`config.mk`:
```
export PLATFORM = sky130hd
export DESIGN_NAME = legBackEnd
export DESIGN_NICKNAME = d
export VERILOG_FILES = /design/src/rtl/legPkg.sv /design/src/rtl/aluControl.sv /design/src/rtl/executeStage.sv /design/src/rtl/legBackEnd.sv /design/src/rtl/memoryAccess.sv
export SDC_FILE = /design/constraint.sdc
export NUM_CORES = 2
export LEC_CHECK = 0
export BUFFER_PORTS_ARGS = -buffer_cell sky130_fd_sc_hd__buf_2
export CAP_MARGIN = 25
export CELL_PAD_IN_SITES_DETAIL_PLACEMENT = 0
export CELL_PAD_IN_SITES_GLOBAL_PLACEMENT = 1
export CORE_MARGIN = 2
export CORE_UTILIZATION = 32
export CTS_CLUSTER_SIZE = 25
export DETAILED_ROUTE_END_ITERATION = 10
export PLACE_DENSITY = 0.54
export SLEW_MARGIN = 20
export SYNTH_ARGS = -nofsm -noshare
export SYNTH_HDL_FRONTEND = slang
export SYNTH_HIERARCHICAL = 1
export SYNTH_SLANG_ARGS = --single-unit
```
`constraint.sdc`:
```
create_clock -name clk -period 8.7 [get_ports clk]
set_clock_uncertainty 0.15 [all_clocks]
set_input_delay 1.305 -clock clk [delete_from_list [all_inputs] [get_ports clk]]
set_output_delay 1.305 -clock clk [all_outputs]
set_load 0.01 [all_outputs]
```
`src/rtl/legPkg.sv`:
```
package legPkg;

  // --------------------------------------------------------------------------
  // Datapath widths
  // --------------------------------------------------------------------------

  // Data, addresses and extended immediates are all one doubleword
  typedef logic [63:0] doubleWordT;

  typedef logic [31:0] instrT;

  // Register index, also the destination field in instruction bits 4 to 0
  typedef logic [4:0] regIdT;

  // --------------------------------------------------------------------------
  // Decode control fields
  // --------------------------------------------------------------------------

  // Second ALU operand: 0 readData2, 1 signExt, 2 zero-extended imm12, 3 as 0
  typedef logic [1:0] aluSrcT;

  // Operation class: 0 address add, 1 pass-B, 2 R-type, 3 I-type
  typedef logic [1:0] aluOpT;

  typedef enum logic [3:0]
  {
    aluAnd   = 4'b0000,
    aluOrr   = 4'b0001,
    aluAdd   = 4'b0010,
    aluSub   = 4'b0110,
    aluPassB = 4'b0111
  } aluFuncT;

  // --------------------------------------------------------------------------
  // Data memory
  // --------------------------------------------------------------------------

  // Doubleword count, indexed by address bits 8 to 3
  localparam int memWords = 64;

endpackage

```
`src/rtl/aluControl.sv`:
```
`timescale 1ns/1ps

module aluControl
(
  input  legPkg::aluOpT   aluOp,
  input  logic [10:0]     opcode,
  output legPkg::aluFuncT func
);

  always_comb
  begin
    func = legPkg::aluAdd;
    case (aluOp)
      2'd0: func = legPkg::aluAdd;
      2'd1: func = legPkg::aluPassB;
      2'd2:
      begin
        case (opcode)
          11'b10001011000: func = legPkg::aluAdd;
          11'b11001011000: func = legPkg::aluSub;
          11'b10001010000: func = legPkg::aluAnd;
          11'b10101010000: func = legPkg::aluOrr;
          default:         func = legPkg::aluAdd;
        endcase
      end
      default:
      begin
        // I-type opcodes are only ten bits wide
        case (opcode[10:1])
          10'b1001000100: func = legPkg::aluAdd;
          10'b1101000100: func = legPkg::aluSub;
          10'b1001001000: func = legPkg::aluAnd;
          10'b1011001000: func = legPkg::aluOrr;
          default:        func = legPkg::aluAdd;
        endcase
      end
    endcase
  end

endmodule

```
`src/rtl/executeStage.sv`:
```
`timescale 1ns/1ps

module executeStage
(
  input  logic               clk,
  input  logic               rst,
  input  logic               inValid,
  input  legPkg::doubleWordT pc,
  input  legPkg::instrT      instr,
  input  legPkg::doubleWordT signExt,
  input  legPkg::doubleWordT readData1,
  input  legPkg::doubleWordT readData2,
  input  legPkg::aluSrcT     aluSrc,
  input  legPkg::aluOpT      aluOp,
  input  logic               branch,
  input  logic               branchZero,
  input  logic               branchNotZero,
  input  logic               memRead,
  input  logic               memWrite,
  input  logic               memToReg,
  input  logic               regWrite,
  output logic               exValid,
  output legPkg::regIdT      exInstrReg,
  output legPkg::doubleWordT exResult,
  output legPkg::doubleWordT exStoreData,
  output logic               exZero,
  output legPkg::doubleWordT exBranchTarget,
  output logic               exBranch,
  output logic               exBranchZero,
  output logic               exBranchNotZero,
  output logic               exMemRead,
  output logic               exMemWrite,
  output logic               exMemToReg,
  output logic               exRegWrite
);

  // --------------------------------------------------------------------------
  // ID/EX register
  // --------------------------------------------------------------------------

  logic               idValid;
  legPkg::doubleWordT idPc;
  legPkg::instrT      idInstr;
  legPkg::doubleWordT idSignExt;
  legPkg::doubleWordT idData1;
  legPkg::doubleWordT idData2;
  legPkg::aluSrcT     idAluSrc;
  legPkg::aluOpT      idAluOp;
  logic [6:0]         idCtrl;

  always_ff @(posedge clk)
  begin
    if (rst)
      idValid <= 1'b0;
    else
      idValid <= inValid;
  end

  always_ff @(posedge clk)
  begin
    if (inValid)
    begin
      idPc      <= pc;
      idInstr   <= instr;
      idSignExt <= signExt;
      idData1   <= readData1;
      idData2   <= readData2;
      idAluSrc  <= aluSrc;
      idAluOp   <= aluOp;
      idCtrl    <= {branch, branchZero, branchNotZero, memRead, memWrite, memToReg, regWrite};
    end
  end

  // --------------------------------------------------------------------------
  // ALU
  // --------------------------------------------------------------------------

  legPkg::aluFuncT    func;
  legPkg::doubleWordT aluB;
  legPkg::doubleWordT aluResult;

  aluControl aluCtl
  (
    .aluOp  (idAluOp),
    .opcode (idInstr[31:21]),
    .func   (func)
  );

  always_comb
  begin
    case (idAluSrc)
      2'd1:    aluB = idSignExt;
      2'd2:    aluB = {52'd0, idInstr[21:10]};
      default: aluB = idData2;
    endcase
  end

  always_comb
  begin
    case (func)
      legPkg::aluAnd:   aluResult = idData1 & aluB;
      legPkg::aluOrr:   aluResult = idData1 | aluB;
      legPkg::aluSub:   aluResult = idData1 - aluB;
      legPkg::aluPassB: aluResult = aluB;
      default:          aluResult = idData1 + aluB;
    endcase
  end

  // --------------------------------------------------------------------------
  // EX/MEM register
  // --------------------------------------------------------------------------

  always_ff @(posedge clk)
  begin
    if (rst)
      exValid <= 1'b0;
    else
      exValid <= idValid;
  end

  always_ff @(posedge clk)
  begin
    if (idValid)
    begin
      exInstrReg     <= idInstr[4:0];
      exResult       <= aluResult;
      exStoreData    <= idData2;
      exZero         <= (aluResult == '0);
      exBranchTarget <= idPc + (idSignExt << 2);
      {exBranch, exBranchZero, exBranchNotZero, exMemRead, exMemWrite, exMemToReg,
        exRegWrite} <= idCtrl;
    end
  end

endmodule

```
`src/rtl/legBackEnd.sv`:
```
`timescale 1ns/1ps

module legBackEnd
(
  input  logic               clk,
  input  logic               rst,
  input  logic               inValid,
  input  legPkg::doubleWordT pc,
  input  legPkg::instrT      instr,
  input  legPkg::doubleWordT signExt,
  input  legPkg::doubleWordT readData1,
  input  legPkg::doubleWordT readData2,
  input  legPkg::aluSrcT     aluSrc,
  input  legPkg::aluOpT      aluOp,
  input  logic               branch,
  input  logic               branchZero,
  input  logic               branchNotZero,
  input  logic               memRead,
  input  logic               memWrite,
  input  logic               memToReg,
  input  logic               regWrite,
  output logic               wbValid,
  output logic               wbWrite,
  output legPkg::regIdT      wbReg,
  output legPkg::doubleWordT wbData,
  output logic               branchValid,
  output logic               branchTaken,
  output legPkg::doubleWordT branchTarget
);

  // EX/MEM bundle between the two stages
  logic               exValid;
  legPkg::regIdT      exInstrReg;
  legPkg::doubleWordT exResult;
  legPkg::doubleWordT exStoreData;
  logic               exZero;
  legPkg::doubleWordT exBranchTarget;
  logic               exBranch;
  logic               exBranchZero;
  logic               exBranchNotZero;
  logic               exMemRead;
  logic               exMemWrite;
  logic               exMemToReg;
  logic               exRegWrite;

  executeStage exStage
  (
    .clk             (clk),
    .rst             (rst),
    .inValid         (inValid),
    .pc              (pc),
    .instr           (instr),
    .signExt         (signExt),
    .readData1       (readData1),
    .readData2       (readData2),
    .aluSrc          (aluSrc),
    .aluOp           (aluOp),
    .branch          (branch),
    .branchZero      (branchZero),
    .branchNotZero   (branchNotZero),
    .memRead         (memRead),
    .memWrite        (memWrite),
    .memToReg        (memToReg),
    .regWrite        (regWrite),
    .exValid         (exValid),
    .exInstrReg      (exInstrReg),
    .exResult        (exResult),
    .exStoreData     (exStoreData),
    .exZero          (exZero),
    .exBranchTarget  (exBranchTarget),
    .exBranch        (exBranch),
    .exBranchZero    (exBranchZero),
    .exBranchNotZero (exBranchNotZero),
    .exMemRead       (exMemRead),
    .exMemWrite      (exMemWrite),
    .exMemToReg      (exMemToReg),
    .exRegWrite      (exRegWrite)
  );

  memoryAccess memStage
  (
    .clk             (clk),
    .rst             (rst),
    .exValid         (exValid),
    .exInstrReg      (exInstrReg),
    .exResult        (exResult),
    .exStoreData     (exStoreData),
    .exZero          (exZero),
    .exBranchTarget  (exBranchTarget),
    .exBranch        (exBranch),
    .exBranchZero    (exBranchZero),
    .exBranchNotZero (exBranchNotZero),
    .exMemRead       (exMemRead),
    .exMemWrite      (exMemWrite),
    .exMemToReg      (exMemToReg),
    .exRegWrite      (exRegWrite),
    .wbValid         (wbValid),
    .wbWrite         (wbWrite),
    .wbReg           (wbReg),
    .wbData          (wbData),
    .branchValid     (branchValid),
    .branchTaken     (branchTaken),
    .branchTarget    (branchTarget)
  );

endmodule

```
`src/rtl/memoryAccess.sv`:
```
`timescale 1ns/1ps

module memoryAccess
(
  input  logic               clk,
  input  logic               rst,
  input  logic               exValid,
  input  legPkg::regIdT      exInstrReg,
  input  legPkg::doubleWordT exResult,
  input  legPkg::doubleWordT exStoreData,
  input  logic               exZero,
  input  legPkg::doubleWordT exBranchTarget,
  input  logic               exBranch,
  input  logic               exBranchZero,
  input  logic               exBranchNotZero,
  input  logic               exMemRead,
  input  logic               exMemWrite,
  input  logic               exMemToReg,
  input  logic               exRegWrite,
  output logic               wbValid,
  output logic               wbWrite,
  output legPkg::regIdT      wbReg,
  output legPkg::doubleWordT wbData,
  output logic               branchValid,
  output logic               branchTaken,
  output legPkg::doubleWordT branchTarget
);

  // --------------------------------------------------------------------------
  // Data memory
  // --------------------------------------------------------------------------

  legPkg::doubleWordT                  mem [legPkg::memWords];
  logic [$clog2(legPkg::memWords)-1:0] memIdx;
  legPkg::doubleWordT                  loadData;
  logic                                taken;

  // Doubleword aligned, so the low three address bits are dropped
  assign memIdx = exResult[$clog2(legPkg::memWords)+2:3];

  always_ff @(posedge clk)
  begin
    if (exValid && exMemWrite)
      mem[memIdx] <= exStoreData;
  end

  // Read is combinational so a store in the previous cycle is already visible
  assign loadData = exMemRead ? mem[memIdx] : '0;

  assign taken = exBranch | (exBranchZero & exZero) | (exBranchNotZero & ~exZero);

  // --------------------------------------------------------------------------
  // MEM/WB output register
  // --------------------------------------------------------------------------

  always_ff @(posedge clk)
  begin
    if (rst)
    begin
      wbValid     <= 1'b0;
      wbWrite     <= 1'b0;
      branchValid <= 1'b0;
      branchTaken <= 1'b0;
    end
    else
    begin
      wbValid     <= exValid;
      wbWrite     <= exValid & exRegWrite;
      branchValid <= exValid;
      branchTaken <= exValid & taken;
    end
  end

  always_ff @(posedge clk)
  begin
    if (exValid)
    begin
      wbReg        <= exInstrReg;
      wbData       <= exMemToReg ? loadData : exResult;
      branchTarget <= exBranchTarget;
    end
  end

endmodule

```
## Word level (Yosys, flattened, before mapping)

Memories as Yosys holds them, arrays and structs flattened. A register that Yosys moved wholly into a read port is not among the register bits.
Index checks and enable logic that the tools add are counted.

| storage, ports and cells | value |
|---|---|
| register bits after elaboration | 642 |
| bits in latches | 0 |
| RAM bits | 4096 |
| bits in read-only memories | 0 |
| input bits | 302 |
| output and inout port bits | 137 |
| logic and storage cells | 68 |
| memories kept | 1 |

Memory list:

| memory | words | width | rd ports | clocked after memory_dff | write ports | line | RTL |
|---|---|---|---|---|---|---|---|
| memStage.mem | 64 | 64 | 1 | 1 | 1 | memoryAccess.sv:33 | `legPkg::doubleWordT mem [legPkg::memWords];` |

| cells by class | value |
|---|---|
| add/sub/neg operators | 3 |
| multipliers | 0 |
| div/mod/pow operators | 0 |
| $lt $le $gt $ge | 0 |
| eq/ne operators | 13 |
| shifts and indexed selects | 0 |
| muxes and demuxes | 10 |
| bitwise operators | 9 |
| reduce and logical (&&, ||, !) cells | 4 |

Operators by type and width:

| cell | count |
|---|---|
| 64-bit case mux with 4 select lines | 1 |
| 64-bit adder | 2 |
| 64-bit two-way mux | 2 |
| 64-bit case mux with 2 select lines | 1 |
| 64-bit AND | 1 |
| 64-bit zero test | 1 |
| 64-bit bitwise OR | 1 |
| 64-bit subtractor | 1 |
| 11-bit == test, second input constant | 3 |
| 10-bit == test, second input constant | 3 |
| 3-bit case mux with 3 select lines | 3 |
| 3-bit == test, second input constant | 2 |
| 6-bit two-way mux | 1 |
| 1-bit AND | 4 |
| 2-bit by 1-bit == test with 1-bit output, second input constant | 2 |
| 2-bit == test, second input constant | 2 |
| 4-bit zero test | 1 |
| 3-bit by 1-bit == test with 1-bit output, second input constant | 1 |
| 2-bit zero test | 1 |
| 1-bit two-way mux | 2 |
| 1-bit bitwise OR | 2 |
| 1-bit logical AND | 1 |
| 1-bit NOT | 1 |

## Longest topological paths before layout

| depth | value |
|---|---|
| depth after elaboration | 6 |
| mapped depth | 34 |
| mapped depth without buffers | 30 |

## Hierarchy

The synthesis kept the hierarchy.

By module, submodules not included:

| module | instances | cells an instance | area each (um2) | seq. area each (um2) |
|---|---|---|---|---|
| memoryAccess | 1 | 8910 | 160026.0 | 127051.9 |
| executeStage | 1 | 2253 | 26434.1 | 15024.4 |
| aluControl | 1 | 14 | 98.8 | 0.0 |

## Least setup slack after synthesis

No wires, ideal clock.

| timing path | value |
|---|---|
| path kind | register to register |
| from | register exStage.exValid |
| to | memory memStage/mem[11][0] in the netlist's numbering (enable) |
| data arrival time | 6.729 ns |
| slack | 1.334 ns |
| stages on the path, launching flop included | 5 |
| buffers on the path | 0 |
| cells stage by stage | dfxtp_1 and2_0 and2_1 nand2_1 nor2_1 |

| on the way | value |
|---|---|
| longest elaborated chain between the ends | 3 |

RTL lines:

| element | line | RTL |
|---|---|---|
| start: declaration | executeStage.sv:22 | `output logic exValid,` |
| start signal: assignment | executeStage.sv:118 | `exValid <= idValid;` |
| 1-bit logical AND | memoryAccess.sv:43 | `if (exValid && exMemWrite)` |
| 1-bit two-way mux | memoryAccess.sv:43 |  |
| 1-bit two-way mux (implied by the code) | memoryAccess.sv:44 | `mem[memIdx] <= exStoreData;` |
| end: declaration | memoryAccess.sv:33 |  |

No other way between the ends.

## Worst setup path after layout

| timing path | value |
|---|---|
| from | register exStage.idAluSrc[1] |
| to | register exStage.exZero (data pin) |

| on the way | value |
|---|---|
| longest elaborated chain between the ends | 5 |
| elaborated cells between the ends (all ways) | 9 |
| those cells by class | 2 x add/sub; 2 x eq/ne; 2 x mux; 2 x bitwise; 1 x reduce/logical |

RTL lines:

| element | line | RTL |
|---|---|---|
| start: declaration | executeStage.sv:47 | `legPkg::aluSrcT idAluSrc;` |
| start signal: assignment | executeStage.sv:68 | `idAluSrc <= aluSrc;` |
| 2-bit == test or 2-bit by 1-bit == test with 1-bit output (tied branches) | executeStage.sv:91 | `case (idAluSrc)` |
| 64-bit case mux with 2 select lines (*) | executeStage.sv:91 |  |
| 64-bit adder (tied with other cells) | executeStage.sv:105 | `default: aluResult = idData1 + aluB;` |
| 64-bit case mux with 4 select lines (*) | executeStage.sv:100 | `case (func)` |
| named net exStage.aluResult[46] | executeStage.sv:80 | `legPkg::doubleWordT aluResult;` |
| 64-bit zero test (*) | executeStage.sv:128 | `exZero <= (aluResult == '0);` |
| end signal: assignment | executeStage.sv:128 |  |
| end: declaration | executeStage.sv:26 | `output logic exZero,` |

Mark *: on every way through the listed nets, which the timed path passes. The rest lies on a longest branch.
A chain may end at the register's enable or synchronous reset.

==> metrics.md <==
| Metric | Value |
|---|---|
| Post-CTS Setup Bufs | 0 |
| TritonCTS Buffers | 485 |
| FF+latch count, synth | 4733 |
| Primary FF master, synth | edfxtp_1 |
| FF+latch area | 142000 µm² |
| Leading area contributor after synthesis | edfxtp_1 |
| Fill cell count | 53744 |
| Worst reg-to-reg path cell count | 25 |
| Yosys cell types | 98 |
| Port bufs | 433 |
| Max reg flops | 4096 |
| Site row count | 280 |
| Maxcap violations | 0 |
| CTS tree | done |
| Startpoint Class | flop |
| Cts repair resizes | 0 |
| Commonest non-fill, non-tap cell in the layout | edfxtp_1 |
| Final Hold Fails | 0 |
| Fraction of registers with async set/reset | 0% |
| Max Clock Freq | 126 MHz |
| Drt initial violations | 21095 |
| Die area | 589000 µm² |
| Routed Antenna Nets | 0 |
| Drt total wl | 827 mm |
| R2r startpoint | exStage/idAluSrc[1]$_DFFE_PP_ |
| Final worst path period share | 91.2% |
| Post-Syn Instances | 11177 |
| Hold_sp | exStage/exBranchTarget[23]$_DFFE_PP_ |
| Hold Path End | memStage/branchTarget[23]$_DFFE_PP_ |
| Sink Count | 4733 |
| Synth Cell Area | 187000 µm² |
| Vias/cell | 6.19 |
| Fin util | 37.2% |
| Clk Latency, worst-skew pair | 1.10 ns |
| Initial antenna violation count | 195 |
| Total negative slack | 0 ns |
| VDD IR-drop max | 0.209 mV |
| Via count | 124284 |
| Syn_area_per_cell | 16.7 µm² |
| RSZ-0062 raised after global routing | false |
| Required @ worst endpoint | 9.49 ns |
| Synthesis-to-finish area growth | 16.0% |
| Slowest stage cell, crit path | o21ai_0 |
| Global-route wire length before repair | 1090 mm |
| Multi-input gate area | 41400 µm² |
| WL per Instance | 41.2 µm |
| PD cells | 272 nW/µm² |
| Die height | 768 µm |
| Slew Limit Headroom | 20.7% |
| Pleak | 0.0678 µW |
| Biggest register | memStage/mem |
| Post-Syn Nets | 11610 |
| Share of the synthesized area in the top cell type | 76.1% |
| Initial core utilization | 32.1% |
| Crit path largest cell delay | 0.66 ns |
| Max Root-Sink Buffers | 4 |
| Largest net degree at the start of global routing | 115 |
| DP Wirelength | 477 mm |
| Gp weighted congestion | 0.845 |
| Outcome | finished clean |
| I/O pins | 439 |
| Fraction of layout cells with a size suffix above 1 | 17.6% |
| Cts hold-fix bufs | 0 |
| Worst hold path cell count | 0 |
| Slew Viols, Final | 0 |
| Vias in the first global route | 116533 |
| DRC errors left | 0 |
| Gr usage total | 27.0% |
| Nets | 12229 |
| Root Buffer | clkbuf_16 |
| Min-delay worst type | reg -> reg |
| RR Endpoint | exStage/exZero$_DFFE_PP_ |
| Clk slew on worst S/H paths | 0.06 ns |
| Die W | 768 µm |
| Synth top area cells | edfxtp_1 76%, a22oi_1 3.6%, a221oi_1 3.1% |
| Initial DRT Pass Iterations | 6 |
| Leading cell types in the layout, fill and taps excluded | 4728 x edfxtp_1, 899 x a22oi_1, 657 x a221oi_1 |
| Final setup vio count | 0 |
| EDFF count, synth | 4728 |
| Worst setup path startpoint | exStage/idAluSrc[1]$_DFFE_PP_ |
| R2R setup slack | 0.77 ns |
| CP Capture Type | flop |
| Register area share after synthesis | 76.2% |
| Worst-margin pin slew | 1.19 ns |
| Minimum clock period | 7.93 ns |
| Yosys warning count | 6 |
| H-tree lvl count | 5 |
| WS Path Type | reg -> reg |
| Core footprint | 581000 µm² |
| Most common cell on crit path | buf_4 |
| CP Data Arrival Time | 8.73 ns |
| Critical-path maximum fanout | 12 |
| Total grt overflow | 0 |
through the flow:
step                setup slack [ns]  hold WS (ns)  instances  total power (µW)  cell area [µm²]
finish                         0.765         0.254      20068             58800           216000
global route                   0.218         0.249      19996             60200           216000
CTS                            0.629         0.209      19968             58700           216000
detailed placement             0.627         0.255      19063             38100           200000
global placement               0.471         0.253      19046             38000           200000
floorplan                       1.33         0.250      11177             32500           187000
cells by family (layout without fill, tap and decap cells):
group	after synthesis	after routing	share of synthesized area, %
AOI/OAI and AO/OA	3339	3339	13.1
DFF	4733	4733	76.2
adders and majority gates	139	139	0.930
xor gates and xnor gates	172	172	0.807
and+or+nand+nor	1441	1441	3.92
muxes	474	474	2.97
buffers and inverters	878	1915	2.13
other	1	100	0.00201
worst max-delay path: cells and delay by family (launching register included):
kind            cells  cell delay (ns)
simple gates       13             3.98
compound gates      4             1.45
buf+inv             4             0.85
fa+ha+maj           2             0.65
flops               1             0.43
xor+xnor            2             0.33
Yosys cell counts (38+ instances only):
master and count:
mux2i_1 158, nor2_1 363, o221ai_1 58, ha_1 129, nand3b_1 41, o22a_1 52, buf_2 334, o21ai_0 260
a221o_1 58, o2bb2ai_1 38, mux2_2 276, a221oi_1 657, xor2_1 63, nand4_1 61, clkbuf_1 304, buf_1 123
edfxtp_1 4728, nor4_1 73, a31oi_1 48, a22o_1 72, buf_4 49, inv_1 55, nor2b_1 64, nand3_1 81
nor3_1 174, a21o_1 80, nand2_1 342, xnor2_1 109, o22ai_1 451, a21oi_1 362, a22oi_1 899
how the worst max path moves through the flow:
| stage | endpoint | depth (start not counted) |
|---|---|---|
| after floorplan | memStage/mem[11][0]$_DFFE_PP_ | 4 |
| after global placement | exStage/exZero$_DFFE_PP_ | 25 |
| after detailed placement | exStage/exZero$_DFFE_PP_ | 25 |
| after CTS | exStage/exZero$_DFFE_PP_ | 25 |
| after global routing | exStage/exZero$_DFFE_PP_ | 25 |
| final | exStage/exZero$_DFFE_PP_ | 25 |
routing by layer:
| layer | global-route usage, % | up-vias | part of all wire (%) |
|---|---|---|---|
| li1 | - | 47914 | - |
| met1 | 36.2 | 65484 | 39 |
| met2 | 41.5 | 8973 | 44 |
| met3 | 6.99 | 1757 | 12 |
| met4 | 11.5 | 156 | 4.9 |
| met5 | 0.357 | - | 0.16 |
final cells by class:
cell class	count	area share (%)
Tap cell	7755	4.48
Inverter	58	0.111
Clock buffer	595	5.83
Sequential cell	4733	65.6
Timing Repair Buffer	952	3.28
Multi-Input combinational cell	5566	19.1
Clock inverter	310	1.41
Antenna cell	99	0.114
report_power, final:
part / internal (µW) / leakage [µW] / switching [µW]
logic: 3330 / 0.0173 / 8680
clock network: 11800 / 0.00764 / 9170
registers: 25600 / 0.0429 / 264
Note: power is estimated with default switching activity, not from simulation.
